===== src/hdl/CorePkg.sv =====
package CorePkg;

    localparam int XLEN = 32;
    localparam int NUM_ARCH_REGS = 8;
    localparam int NUM_PHYS_REGS = 16;
    localparam int ROB_SIZE = 8;
    localparam int IQ_SIZE = 4;
    localparam int IMM_BITS = 12;

    typedef logic [XLEN-1:0] Word;
    typedef logic [$clog2(NUM_ARCH_REGS)-1:0] ArchReg; // Register 0 always reads zero.
    typedef logic [$clog2(NUM_PHYS_REGS)-1:0] PhysTag;
    typedef logic [$clog2(ROB_SIZE)-1:0] RobIdx;

    typedef enum logic [2:0] {
        ADD,
        SUB,
        AND,
        OR,
        XOR,
        SLT, // Signed compare.
        SLL,
        SRL
    } AluOp;

    // A decoded instruction as it arrives from the front end.
    typedef struct packed {
        AluOp op;
        ArchReg rd;
        ArchReg rs1;
        ArchReg rs2;
        logic useImm; // Sign-extended imm replaces rs2.
        logic [IMM_BITS-1:0] imm;
    } DispatchInstr;

    typedef struct packed {
        AluOp op;
        logic hasDst;
        PhysTag tagDst;
        PhysTag tagA;
        logic readyA;
        PhysTag tagB;
        logic readyB;
        logic useImm;
        logic [IMM_BITS-1:0] imm;
        RobIdx robIdx;
    } RenamedUOp;

    typedef struct packed {
        ArchReg rd;
        logic hasDst;
        PhysTag tagOld; // Mapping that is released when this entry commits.
    } RobAlloc;

    typedef struct packed {
        logic valid;
        logic hasDst;
        PhysTag tagDst;
        RobIdx robIdx;
        Word result;
    } ResultBus;

    typedef struct packed {
        logic valid;
        ArchReg rd;
        Word value;
    } CommitInfo;

endpackage


===== src/hdl/Core.sv =====
module Core (
    input  logic                 clk,
    input  logic                 rst,
    input  logic                 instrValid,
    input  CorePkg::DispatchInstr instr,
    output logic                 stall,
    output CorePkg::CommitInfo   commit
);
    import CorePkg::*;

    RenamedUOp renUOp;
    RenamedUOp issueUOp;
    RobAlloc robAlloc;
    ResultBus result;
    RobIdx allocIdx;
    PhysTag freeTag;
    PhysTag readTagA;
    PhysTag readTagB;
    Word readA;
    Word readB;
    logic enqValid;
    logic iqFull;
    logic robFull;
    logic freeValid;
    logic issueValid;

    Rename rn (
        .clk(clk),
        .rst(rst),
        .instrValid(instrValid),
        .instr(instr),
        .iqFull(iqFull),
        .robFull(robFull),
        .allocIdx(allocIdx),
        .result(result),
        .freeValid(freeValid),
        .freeTag(freeTag),
        .stall(stall),
        .enqValid(enqValid),
        .uop(renUOp),
        .robAlloc(robAlloc)
    );

    IssueQueue iq (
        .clk(clk),
        .rst(rst),
        .enqValid(enqValid),
        .uop(renUOp),
        .result(result),
        .full(iqFull),
        .issueValid(issueValid),
        .issueUOp(issueUOp)
    );

    RegFile rf (
        .clk(clk),
        .rst(rst),
        .readTagA(readTagA),
        .readTagB(readTagB),
        .readA(readA),
        .readB(readB),
        .result(result)
    );

    IntALU ialu (
        .clk(clk),
        .rst(rst),
        .issueValid(issueValid),
        .issueUOp(issueUOp),
        .readTagA(readTagA),
        .readTagB(readTagB),
        .readA(readA),
        .readB(readB),
        .result(result)
    );

    ROB rob (
        .clk(clk),
        .rst(rst),
        .allocValid(enqValid), // Same strobe as the queue write.
        .robAlloc(robAlloc),
        .allocIdx(allocIdx),
        .full(robFull),
        .result(result),
        .commit(commit),
        .freeValid(freeValid),
        .freeTag(freeTag)
    );

endmodule


===== src/hdl/IntALU.sv =====
module IntALU (
    input  logic               clk,
    input  logic               rst,
    input  logic               issueValid,
    input  CorePkg::RenamedUOp issueUOp,
    output CorePkg::PhysTag    readTagA,
    output CorePkg::PhysTag    readTagB,
    input  CorePkg::Word       readA,
    input  CorePkg::Word       readB,
    output CorePkg::ResultBus  result
);
    import CorePkg::*;

    Word opA;
    Word opB;
    Word value;

    assign readTagA = issueUOp.tagA;
    assign readTagB = issueUOp.tagB;
    assign opA = readA;
    assign opB = issueUOp.useImm ?
        {{(XLEN - IMM_BITS){issueUOp.imm[IMM_BITS-1]}}, issueUOp.imm} : readB;

    always_comb begin
        case (issueUOp.op)
            ADD: value = opA + opB;
            SUB: value = opA - opB;
            AND: value = opA & opB;
            OR:  value = opA | opB;
            XOR: value = opA ^ opB;
            SLT: value = Word'($signed(opA) < $signed(opB));
            SLL: value = opA << opB[4:0]; // Shift amount is the low five bits.
            SRL: value = opA >> opB[4:0];
        endcase
    end

    always_ff @(posedge clk) begin
        result.hasDst <= issueUOp.hasDst;
        result.tagDst <= issueUOp.tagDst;
        result.robIdx <= issueUOp.robIdx;
        result.result <= value;
        if (rst)
            result.valid <= 1'b0;
        else
            result.valid <= issueValid;
    end

endmodule


===== src/hdl/IssueQueue.sv =====
module IssueQueue (
    input  logic               clk,
    input  logic               rst,
    input  logic               enqValid,
    input  CorePkg::RenamedUOp uop,
    input  CorePkg::ResultBus  result,
    output logic               full,
    output logic               issueValid,
    output CorePkg::RenamedUOp issueUOp
);
    import CorePkg::*;

    typedef logic [$clog2(IQ_SIZE)-1:0] Slot;

    RenamedUOp entries [IQ_SIZE]; // Index 0 is the oldest.
    RenamedUOp woken [IQ_SIZE];
    RenamedUOp shifted [IQ_SIZE];
    logic [$clog2(IQ_SIZE+1)-1:0] count;
    Slot pick;
    Slot enqPos;
    logic found;
    logic resWrites;

    assign full = count == IQ_SIZE;
    assign resWrites = result.valid && result.hasDst;

    // New entries land behind the survivors after compaction.
    assign enqPos = Slot'(count - found);

    always_comb begin
        found = 1'b0;
        pick = '0;
        for (int i = IQ_SIZE - 1; i >= 0; i--) begin
            woken[i] = entries[i];
            if (resWrites && result.tagDst == entries[i].tagA)
                woken[i].readyA = 1'b1;
            if (resWrites && result.tagDst == entries[i].tagB)
                woken[i].readyB = 1'b1;

            // Scanning downwards leaves the oldest ready entry selected.
            if (i < count && woken[i].readyA && woken[i].readyB) begin
                found = 1'b1;
                pick = Slot'(i);
            end
        end
    end

    always_comb begin
        for (int i = 0; i < IQ_SIZE - 1; i++) begin
            shifted[i] = (found && i >= pick) ? woken[i+1] : woken[i];
        end
        shifted[IQ_SIZE-1] = woken[IQ_SIZE-1];
    end

    always_ff @(posedge clk) begin
        for (int i = 0; i < IQ_SIZE; i++) begin
            entries[i] <= shifted[i];
        end
        if (enqValid)
            entries[enqPos] <= uop;
        if (found)
            issueUOp <= woken[pick];
    end

    always_ff @(posedge clk) begin
        if (rst) begin
            count <= '0;
            issueValid <= 1'b0;
        end else begin
            count <= count + enqValid - found;
            issueValid <= found;
        end
    end

endmodule


===== src/hdl/ROB.sv =====
module ROB (
    input  logic              clk,
    input  logic              rst,
    input  logic              allocValid,
    input  CorePkg::RobAlloc  robAlloc,
    output CorePkg::RobIdx    allocIdx,
    output logic              full,
    input  CorePkg::ResultBus result,
    output CorePkg::CommitInfo commit,
    output logic              freeValid,
    output CorePkg::PhysTag   freeTag
);
    import CorePkg::*;

    RobAlloc info [ROB_SIZE];
    Word value [ROB_SIZE];
    logic [ROB_SIZE-1:0] done;
    RobIdx head;
    RobIdx tail;
    logic [$clog2(ROB_SIZE+1)-1:0] count;
    logic doCommit;

    assign allocIdx = tail;
    assign full = count == ROB_SIZE;
    assign doCommit = count != '0 && done[head];

    always_ff @(posedge clk) begin
        if (allocValid)
            info[tail] <= robAlloc;
        if (result.valid)
            value[result.robIdx] <= result.result;

        commit.rd <= info[head].rd;
        commit.value <= info[head].hasDst ? value[head] : '0; // Writes to r0 commit zero.
        freeTag <= info[head].tagOld;

        if (rst) begin
            head <= '0;
            tail <= '0;
            count <= '0;
            done <= '0;
            commit.valid <= 1'b0;
            freeValid <= 1'b0;
        end else begin
            // Allocation never targets an entry that is still in flight.
            if (allocValid) begin
                done[tail] <= 1'b0;
                tail <= tail + 1'b1;
            end
            if (result.valid)
                done[result.robIdx] <= 1'b1;
            if (doCommit)
                head <= head + 1'b1;

            count <= count + allocValid - doCommit;
            commit.valid <= doCommit;
            freeValid <= doCommit && info[head].hasDst; // Old mapping goes back to rename.
        end
    end

endmodule


===== src/hdl/RegFile.sv =====
module RegFile (
    input  logic              clk,
    input  logic              rst,
    input  CorePkg::PhysTag   readTagA,
    input  CorePkg::PhysTag   readTagB,
    output CorePkg::Word      readA,
    output CorePkg::Word      readB,
    input  CorePkg::ResultBus result
);
    import CorePkg::*;

    Word regs [NUM_PHYS_REGS];

    assign readA = regs[readTagA];
    assign readB = regs[readTagB];

    // Physical 0 only ever backs r0, so it keeps its zero.
    always_ff @(posedge clk) begin
        if (rst) begin
            for (int i = 0; i < NUM_PHYS_REGS; i++) begin
                regs[i] <= '0;
            end
        end else if (result.valid && result.hasDst) begin
            regs[result.tagDst] <= result.result;
        end
    end

endmodule


===== src/hdl/Rename.sv =====
module Rename (
    input  logic                  clk,
    input  logic                  rst,
    input  logic                  instrValid,
    input  CorePkg::DispatchInstr instr,
    input  logic                  iqFull,
    input  logic                  robFull,
    input  CorePkg::RobIdx        allocIdx,
    input  CorePkg::ResultBus     result,
    input  logic                  freeValid,
    input  CorePkg::PhysTag       freeTag,
    output logic                  stall,
    output logic                  enqValid,
    output CorePkg::RenamedUOp    uop,
    output CorePkg::RobAlloc      robAlloc
);
    import CorePkg::*;

    PhysTag mapTable [NUM_ARCH_REGS];
    logic [NUM_PHYS_REGS-1:0] freeMask;
    logic [NUM_PHYS_REGS-1:0] busy;
    PhysTag newTag;
    PhysTag tagA;
    PhysTag tagB;
    logic needDst;
    logic resWrites;

    assign needDst = instr.rd != '0;
    assign resWrites = result.valid && result.hasDst;
    assign tagA = mapTable[instr.rs1];
    assign tagB = mapTable[instr.rs2];

    // Stall when the free list is empty or either back-end structure is full.
    assign stall = robFull || iqFull || freeMask == '0;
    assign enqValid = instrValid && !stall;

    // Lowest free physical register.
    always_comb begin
        newTag = '0;
        for (int i = NUM_PHYS_REGS - 1; i >= 0; i--) begin
            if (freeMask[i])
                newTag = PhysTag'(i);
        end
    end

    always_comb begin
        uop.op = instr.op;
        uop.hasDst = needDst;
        uop.tagDst = newTag;
        uop.tagA = tagA;
        uop.readyA = instr.rs1 == '0 || !busy[tagA] || (resWrites && result.tagDst == tagA);
        uop.tagB = tagB;
        uop.readyB = instr.useImm || instr.rs2 == '0 || !busy[tagB] ||
                     (resWrites && result.tagDst == tagB);
        uop.useImm = instr.useImm;
        uop.imm = instr.imm;
        uop.robIdx = allocIdx;

        robAlloc.rd = instr.rd;
        robAlloc.hasDst = needDst;
        robAlloc.tagOld = mapTable[instr.rd];
    end

    always_ff @(posedge clk) begin
        if (rst) begin
            for (int r = 0; r < NUM_ARCH_REGS; r++) begin
                mapTable[r] <= PhysTag'(r); // Identity mapping.
            end
            for (int p = 0; p < NUM_PHYS_REGS; p++) begin
                freeMask[p] <= p >= NUM_ARCH_REGS;
            end
            busy <= '0;
        end else begin
            if (resWrites)
                busy[result.tagDst] <= 1'b0;
            if (freeValid)
                freeMask[freeTag] <= 1'b1;

            // A tag freed at this edge is not yet in the free mask and cannot be allocated.
            if (enqValid && needDst) begin
                mapTable[instr.rd] <= newTag;
                freeMask[newTag] <= 1'b0;
                busy[newTag] <= 1'b1;
            end
        end
    end

endmodule


===== config.mk =====
export PLATFORM = sky130hd
export DESIGN_NAME = Core
export DESIGN_NICKNAME = d
export VERILOG_FILES = /design/src/hdl/CorePkg.sv /design/src/hdl/Core.sv /design/src/hdl/IntALU.sv /design/src/hdl/IssueQueue.sv /design/src/hdl/ROB.sv /design/src/hdl/RegFile.sv /design/src/hdl/Rename.sv
export SDC_FILE = /design/constraint.sdc
export NUM_CORES = 2
export LEC_CHECK = 0
export BUFFER_PORTS_ARGS = -buffer_cell sky130_fd_sc_hd__buf_2
export CAP_MARGIN = 10
export CORE_ASPECT_RATIO = 2
export CORE_MARGIN = 2
export CORE_UTILIZATION = 30
export CTS_CLUSTER_SIZE = 8
export DETAILED_ROUTE_END_ITERATION = 8
export SETUP_SLACK_MARGIN = 0.5
export SYNTH_ARGS = -nofsm -noshare
export SYNTH_HDL_FRONTEND = slang
export SYNTH_SLANG_ARGS = --single-unit

===== constraint.sdc =====
create_clock -name clk -period 6.92 [get_ports clk]
set_clock_uncertainty 0.05 [all_clocks]
set_input_delay 1.038 -clock clk [delete_from_list [all_inputs] [get_ports clk]]
set_output_delay 1.038 -clock clk [all_outputs]
set_load 0.005 [all_outputs]

==> run_results.csv <==
group,metric,value,unit
critical_path,path_cells,"buf_12 > buf_4 > mux4_2 > mux2_2 > a21oi_1 > o21a_1 > ha_1 > nor4_1 > o21ai_0 > buf_4 > a2111oi_0 > o21ai_0 > mux2i_1 > o211ai_1",
placed_design,dpl_cell_area,65600,µm²
synthesis,syn-cell-area,61900,µm²
synthesis,yosys_warnings,0,
cts,cts.sinks,1179,
floorplan,rows,235,
timing,setup_violations,0,
synthesis,ys_types,93,
floorplan,start_util,30.2,%
critical_path,slowest_stage,"nor4_1",
drt,ant_nets,0,
timing,worst_pin_slew,1210,ps
cts,h-tree-depth,4,
floorplan,core_area,205000,µm²
floorplan,fp.dieH,646,µm
cts,cts_root_buf,"clkbuf_16",
final_layout,drive_above_1_share,19.7,%
critical_path,critPathKind,"flop to flop",
global_routing,grt_pass1_vias,43700,
critical_path,cp_max_fo,48,
critical_path,max_stage_delay,760,ps
cts,clock_latency,840,ps
synthesis,synth_top_area_share,49.7,%
drt,wl,220000,µm
final_layout,final_cell_count_no_fill,7575,
floorplan,fp.dieArea,210000,µm²
final_layout,fin_area,70600,µm²
critical_path,required,7520,ps
critical_path,critPathLaunchType,"flop",
synthesis,yosys-top-cells-area,"edfxtp_1 (50%), mux4_2 (15%), and2_1 (5.6%)",
drt,wl_met1,69000,µm
outcome,outcome,"finished, final reports clean",
critical_path,worst_setup_path_end_kind,"flop",
global_routing,grt_max_degree,70,
placed_design,gp_congestion,1.04,
critical_path,reg2reg_slack,590,ps
placed_design,dp_hpwl,147000,µm
drt,dr.max_layer_used,"met4",
synthesis,syn_area_per_cell,13.2,µm²
timing,timing.setup.tns,0,ps
timing,rsz0062_at_grt,"no",
drt,viasPerCell,5.49,
global_routing,grt_pass1_wl,311000,µm
timing,finalHoldViolations,0,
synthesis,yosysSeqAreaShare,54.7,%
synthesis,yosysMostFrequentCell,"edfxtp_1",
cts,cts_tree,"built",
timing,period_minus_slack,6330,ps
synthesis,ys.flop_type,"edfxtp_1",
final_layout,layout.nets,4872,
min_path,hp-class,"flop to flop",
timing,maxSlewViolCount,0,
timing,max_slew_margin,16.7,%
cts,clkTransAtPathRegs,60,ps
drt,drc,0,
critical_path,worst-endpoint-arrival,6940,ps
synthesis,ys_ff_latch,1179,
synthesis,ys_async_sr_fraction,0,%
final_layout,area_growth,14.0,%
synthesis,synth-edff-count,1024,
floorplan,pin_count,65,
drt,drt_pass1_iterations,5,
timing,max_freq,158,MHz
critical_path,worstSetupEndpoint,"ialu.result[31]",
global_routing,overflow,0,
cts,cts_made_buffers,174,
timing,finalCritPeriodShare,91.5,%
synthesis,yosysTopAreaCell,"edfxtp_1",
drt,vias,41600,
floorplan,die_w,325,µm
synthesis,synthTopCellsByCount,"edfxtp_1 (1,024), and2_1 (557), mux4_2 (399), nand2_1 (325), nor2_1 (272)",
placed_design,placed_cells,7277,
final_layout,fill_cells,19800,
drt,dr_wl_met3,11800,µm
global_routing,antenna_found_initial,4,
global_routing,grt_use_total,20.4,%
critical_path,worstRegToRegCells,14,
placed_design,io_buffers,64,
synthesis,syn_inst,4701,
drt,avgRoutedWirePerCell,29.0,µm
cts,clockBufferDepth,4,
run,drv_cap,0,
drt,dr_wl_met2,119000,µm
critical_path,timing.rr.end,"ialu.result[31]",
drt,drtIter0Drc,3856,
==> flip-flops by register name, summed over array words and instances (netlist names), named ones only <==
| name | flops |
|---|---|
| rob.value | 256 |
| iq.count | 3 |
| rob.commit | 36 |
| iq.issueValid | 1 |
| rob.allocIdx | 3 |
| rob.count | 4 |
| rn.mapTable | 32 |
| ialu.result | 41 |
| rob.done | 8 |
| rob.head | 3 |
| rn.busy | 16 |
| iq.issueUOp | 32 |
| rn.freeMask | 16 |
| rob.freeValid | 1 |
| rob.freeTag | 4 |
| rob.info | 64 |
| iq.entries | 136 |
| rf.regs | 512 |
==> cells by family after synthesis <==
kind of cell	after synthesis	synth area share [%]
flip-flops	1179	54.7
multiplexers	674	19.2
buffers and inverters	527	3.46
adder cells (fa/ha/maj)	114	2.35
other	1	0.00606
AO/OA/AOI/OAI	708	7.53
AND/OR/NAND/NOR	1424	11.7
XOR/XNOR	74	1.05
==> placed cells by master, fill, tap and decap left out, types with 13 or more instances in the layout <==
master | netlist | layout
a21o_1 | 15 | 15
nor2b_1 | 30 | 30
a221oi_1 | 13 | 13
xnor2_1 | 42 | 42
dfxtp_1 | 155 | 144
inv_1 | 149 | 144
xor2_1 | 32 | 32
o22ai_1 | 33 | 33
mux2i_1 | 208 | 206
clkbuf_1 | 237 | 106
o21a_1 | 30 | 30
nand3_1 | 112 | 111
nor2_1 | 272 | 253
a31oi_1 | 41 | 41
nand2_1 | 325 | 317
a22o_1 | 22 | 22
o21ai_0 | 98 | 98
edfxtp_1 | 1024 | 1024
nor2_4 | 0 | 16
mux2_2 | 54 | 54
ha_1 | 110 | 110
and2_1 | 557 | 557
buf_4 | 5 | 148
o221ai_1 | 13 | 13
a21oi_1 | 214 | 211
clkbuf_16 | 0 | 176
nand2b_1 | 23 | 23
a211oi_1 | 72 | 72
nor3_1 | 41 | 34
o211ai_1 | 29 | 29
buf_2 | 57 | 64
o31ai_1 | 20 | 16
mux4_2 | 399 | 399
==> repair_timing <==
| action | in CTS | in global routing |
|---|---|---|
| setup endpoints to repair | 3 | 3 |
| hold buffers | 0 | 0 |
| gates resized for setup | 2 | 3 |
| endpoints found under the hold margin | 0 | 0 |
| setup buffers | 2 | 0 |
| pin swaps | 0 | 0 |
==> worst max-delay path: cells and delay by family (launching register included) <==
family / cells / cell delay (ps)
AND/OR/NAND/NOR: 1 / 760
flip-flops: 1 / 670
buffers and inverters: 3 / 1310
adder cells (fa/ha/maj): 1 / 380
AO/OA/AOI/OAI: 6 / 2010
multiplexers: 3 / 940
==> through the flow <==
step	utilization, %	worst slack (ps)	hold slack, ps
detailed placement	32.0	46.0	277
global placement	32.0	64.2	277
floorplan	-	1240	273
finish	34.4	588	296
CTS	34.4	597	293
global route	34.4	561	306
==> layer usage <==
| layer | track usage [%] | up-vias |
|---|---|---|
| li1 | - | 17700 |
| met1 | 19.3 | 21300 |
| met2 | 38.9 | 1894 |
| met3 | 2.89 | 707 |
| met4 | 16.5 | 0 |
| met5 | 0 | - |
==> layout make-up <==
cell class              count  area [µm²]  share of cell area [%]
flip-flops and latches   1179       33900                    48.0
multi-input cells        2998       26200                    37.2
clock buffers             283        4820                    6.82
well taps                2725        3410                    4.83
repair buffers            218        1550                    2.20
inverters                 159         604                   0.856
clock inverters             6        61.3                  0.0869
diodes                      7        17.5                  0.0248
==> worst min path at each step <==
| stage | from | depth (start not counted) | endpoint | slack, ps |
|---|---|---|---|---|
| after CTS | iq.issueUOp[29] | 0 | ialu.result[38] | 290 |
| after global placement | iq.issueUOp[29] | 0 | ialu.result[38] | 280 |
| after detailed placement | iq.issueUOp[27] | 0 | ialu.result[36] | 280 |
| after floorplan | iq.issueUOp[0] | 0 | ialu.result[32] | 270 |
| after global routing | iq.issueUOp[26] | 0 | ialu.result[35] | 310 |
| final | iq.issueUOp[28] | 0 | ialu.result[37] | 300 |
Power is left out: the tool's default activity adds up to more than one toggle a clock period on the data nets, which glitch-free logic cannot reach.
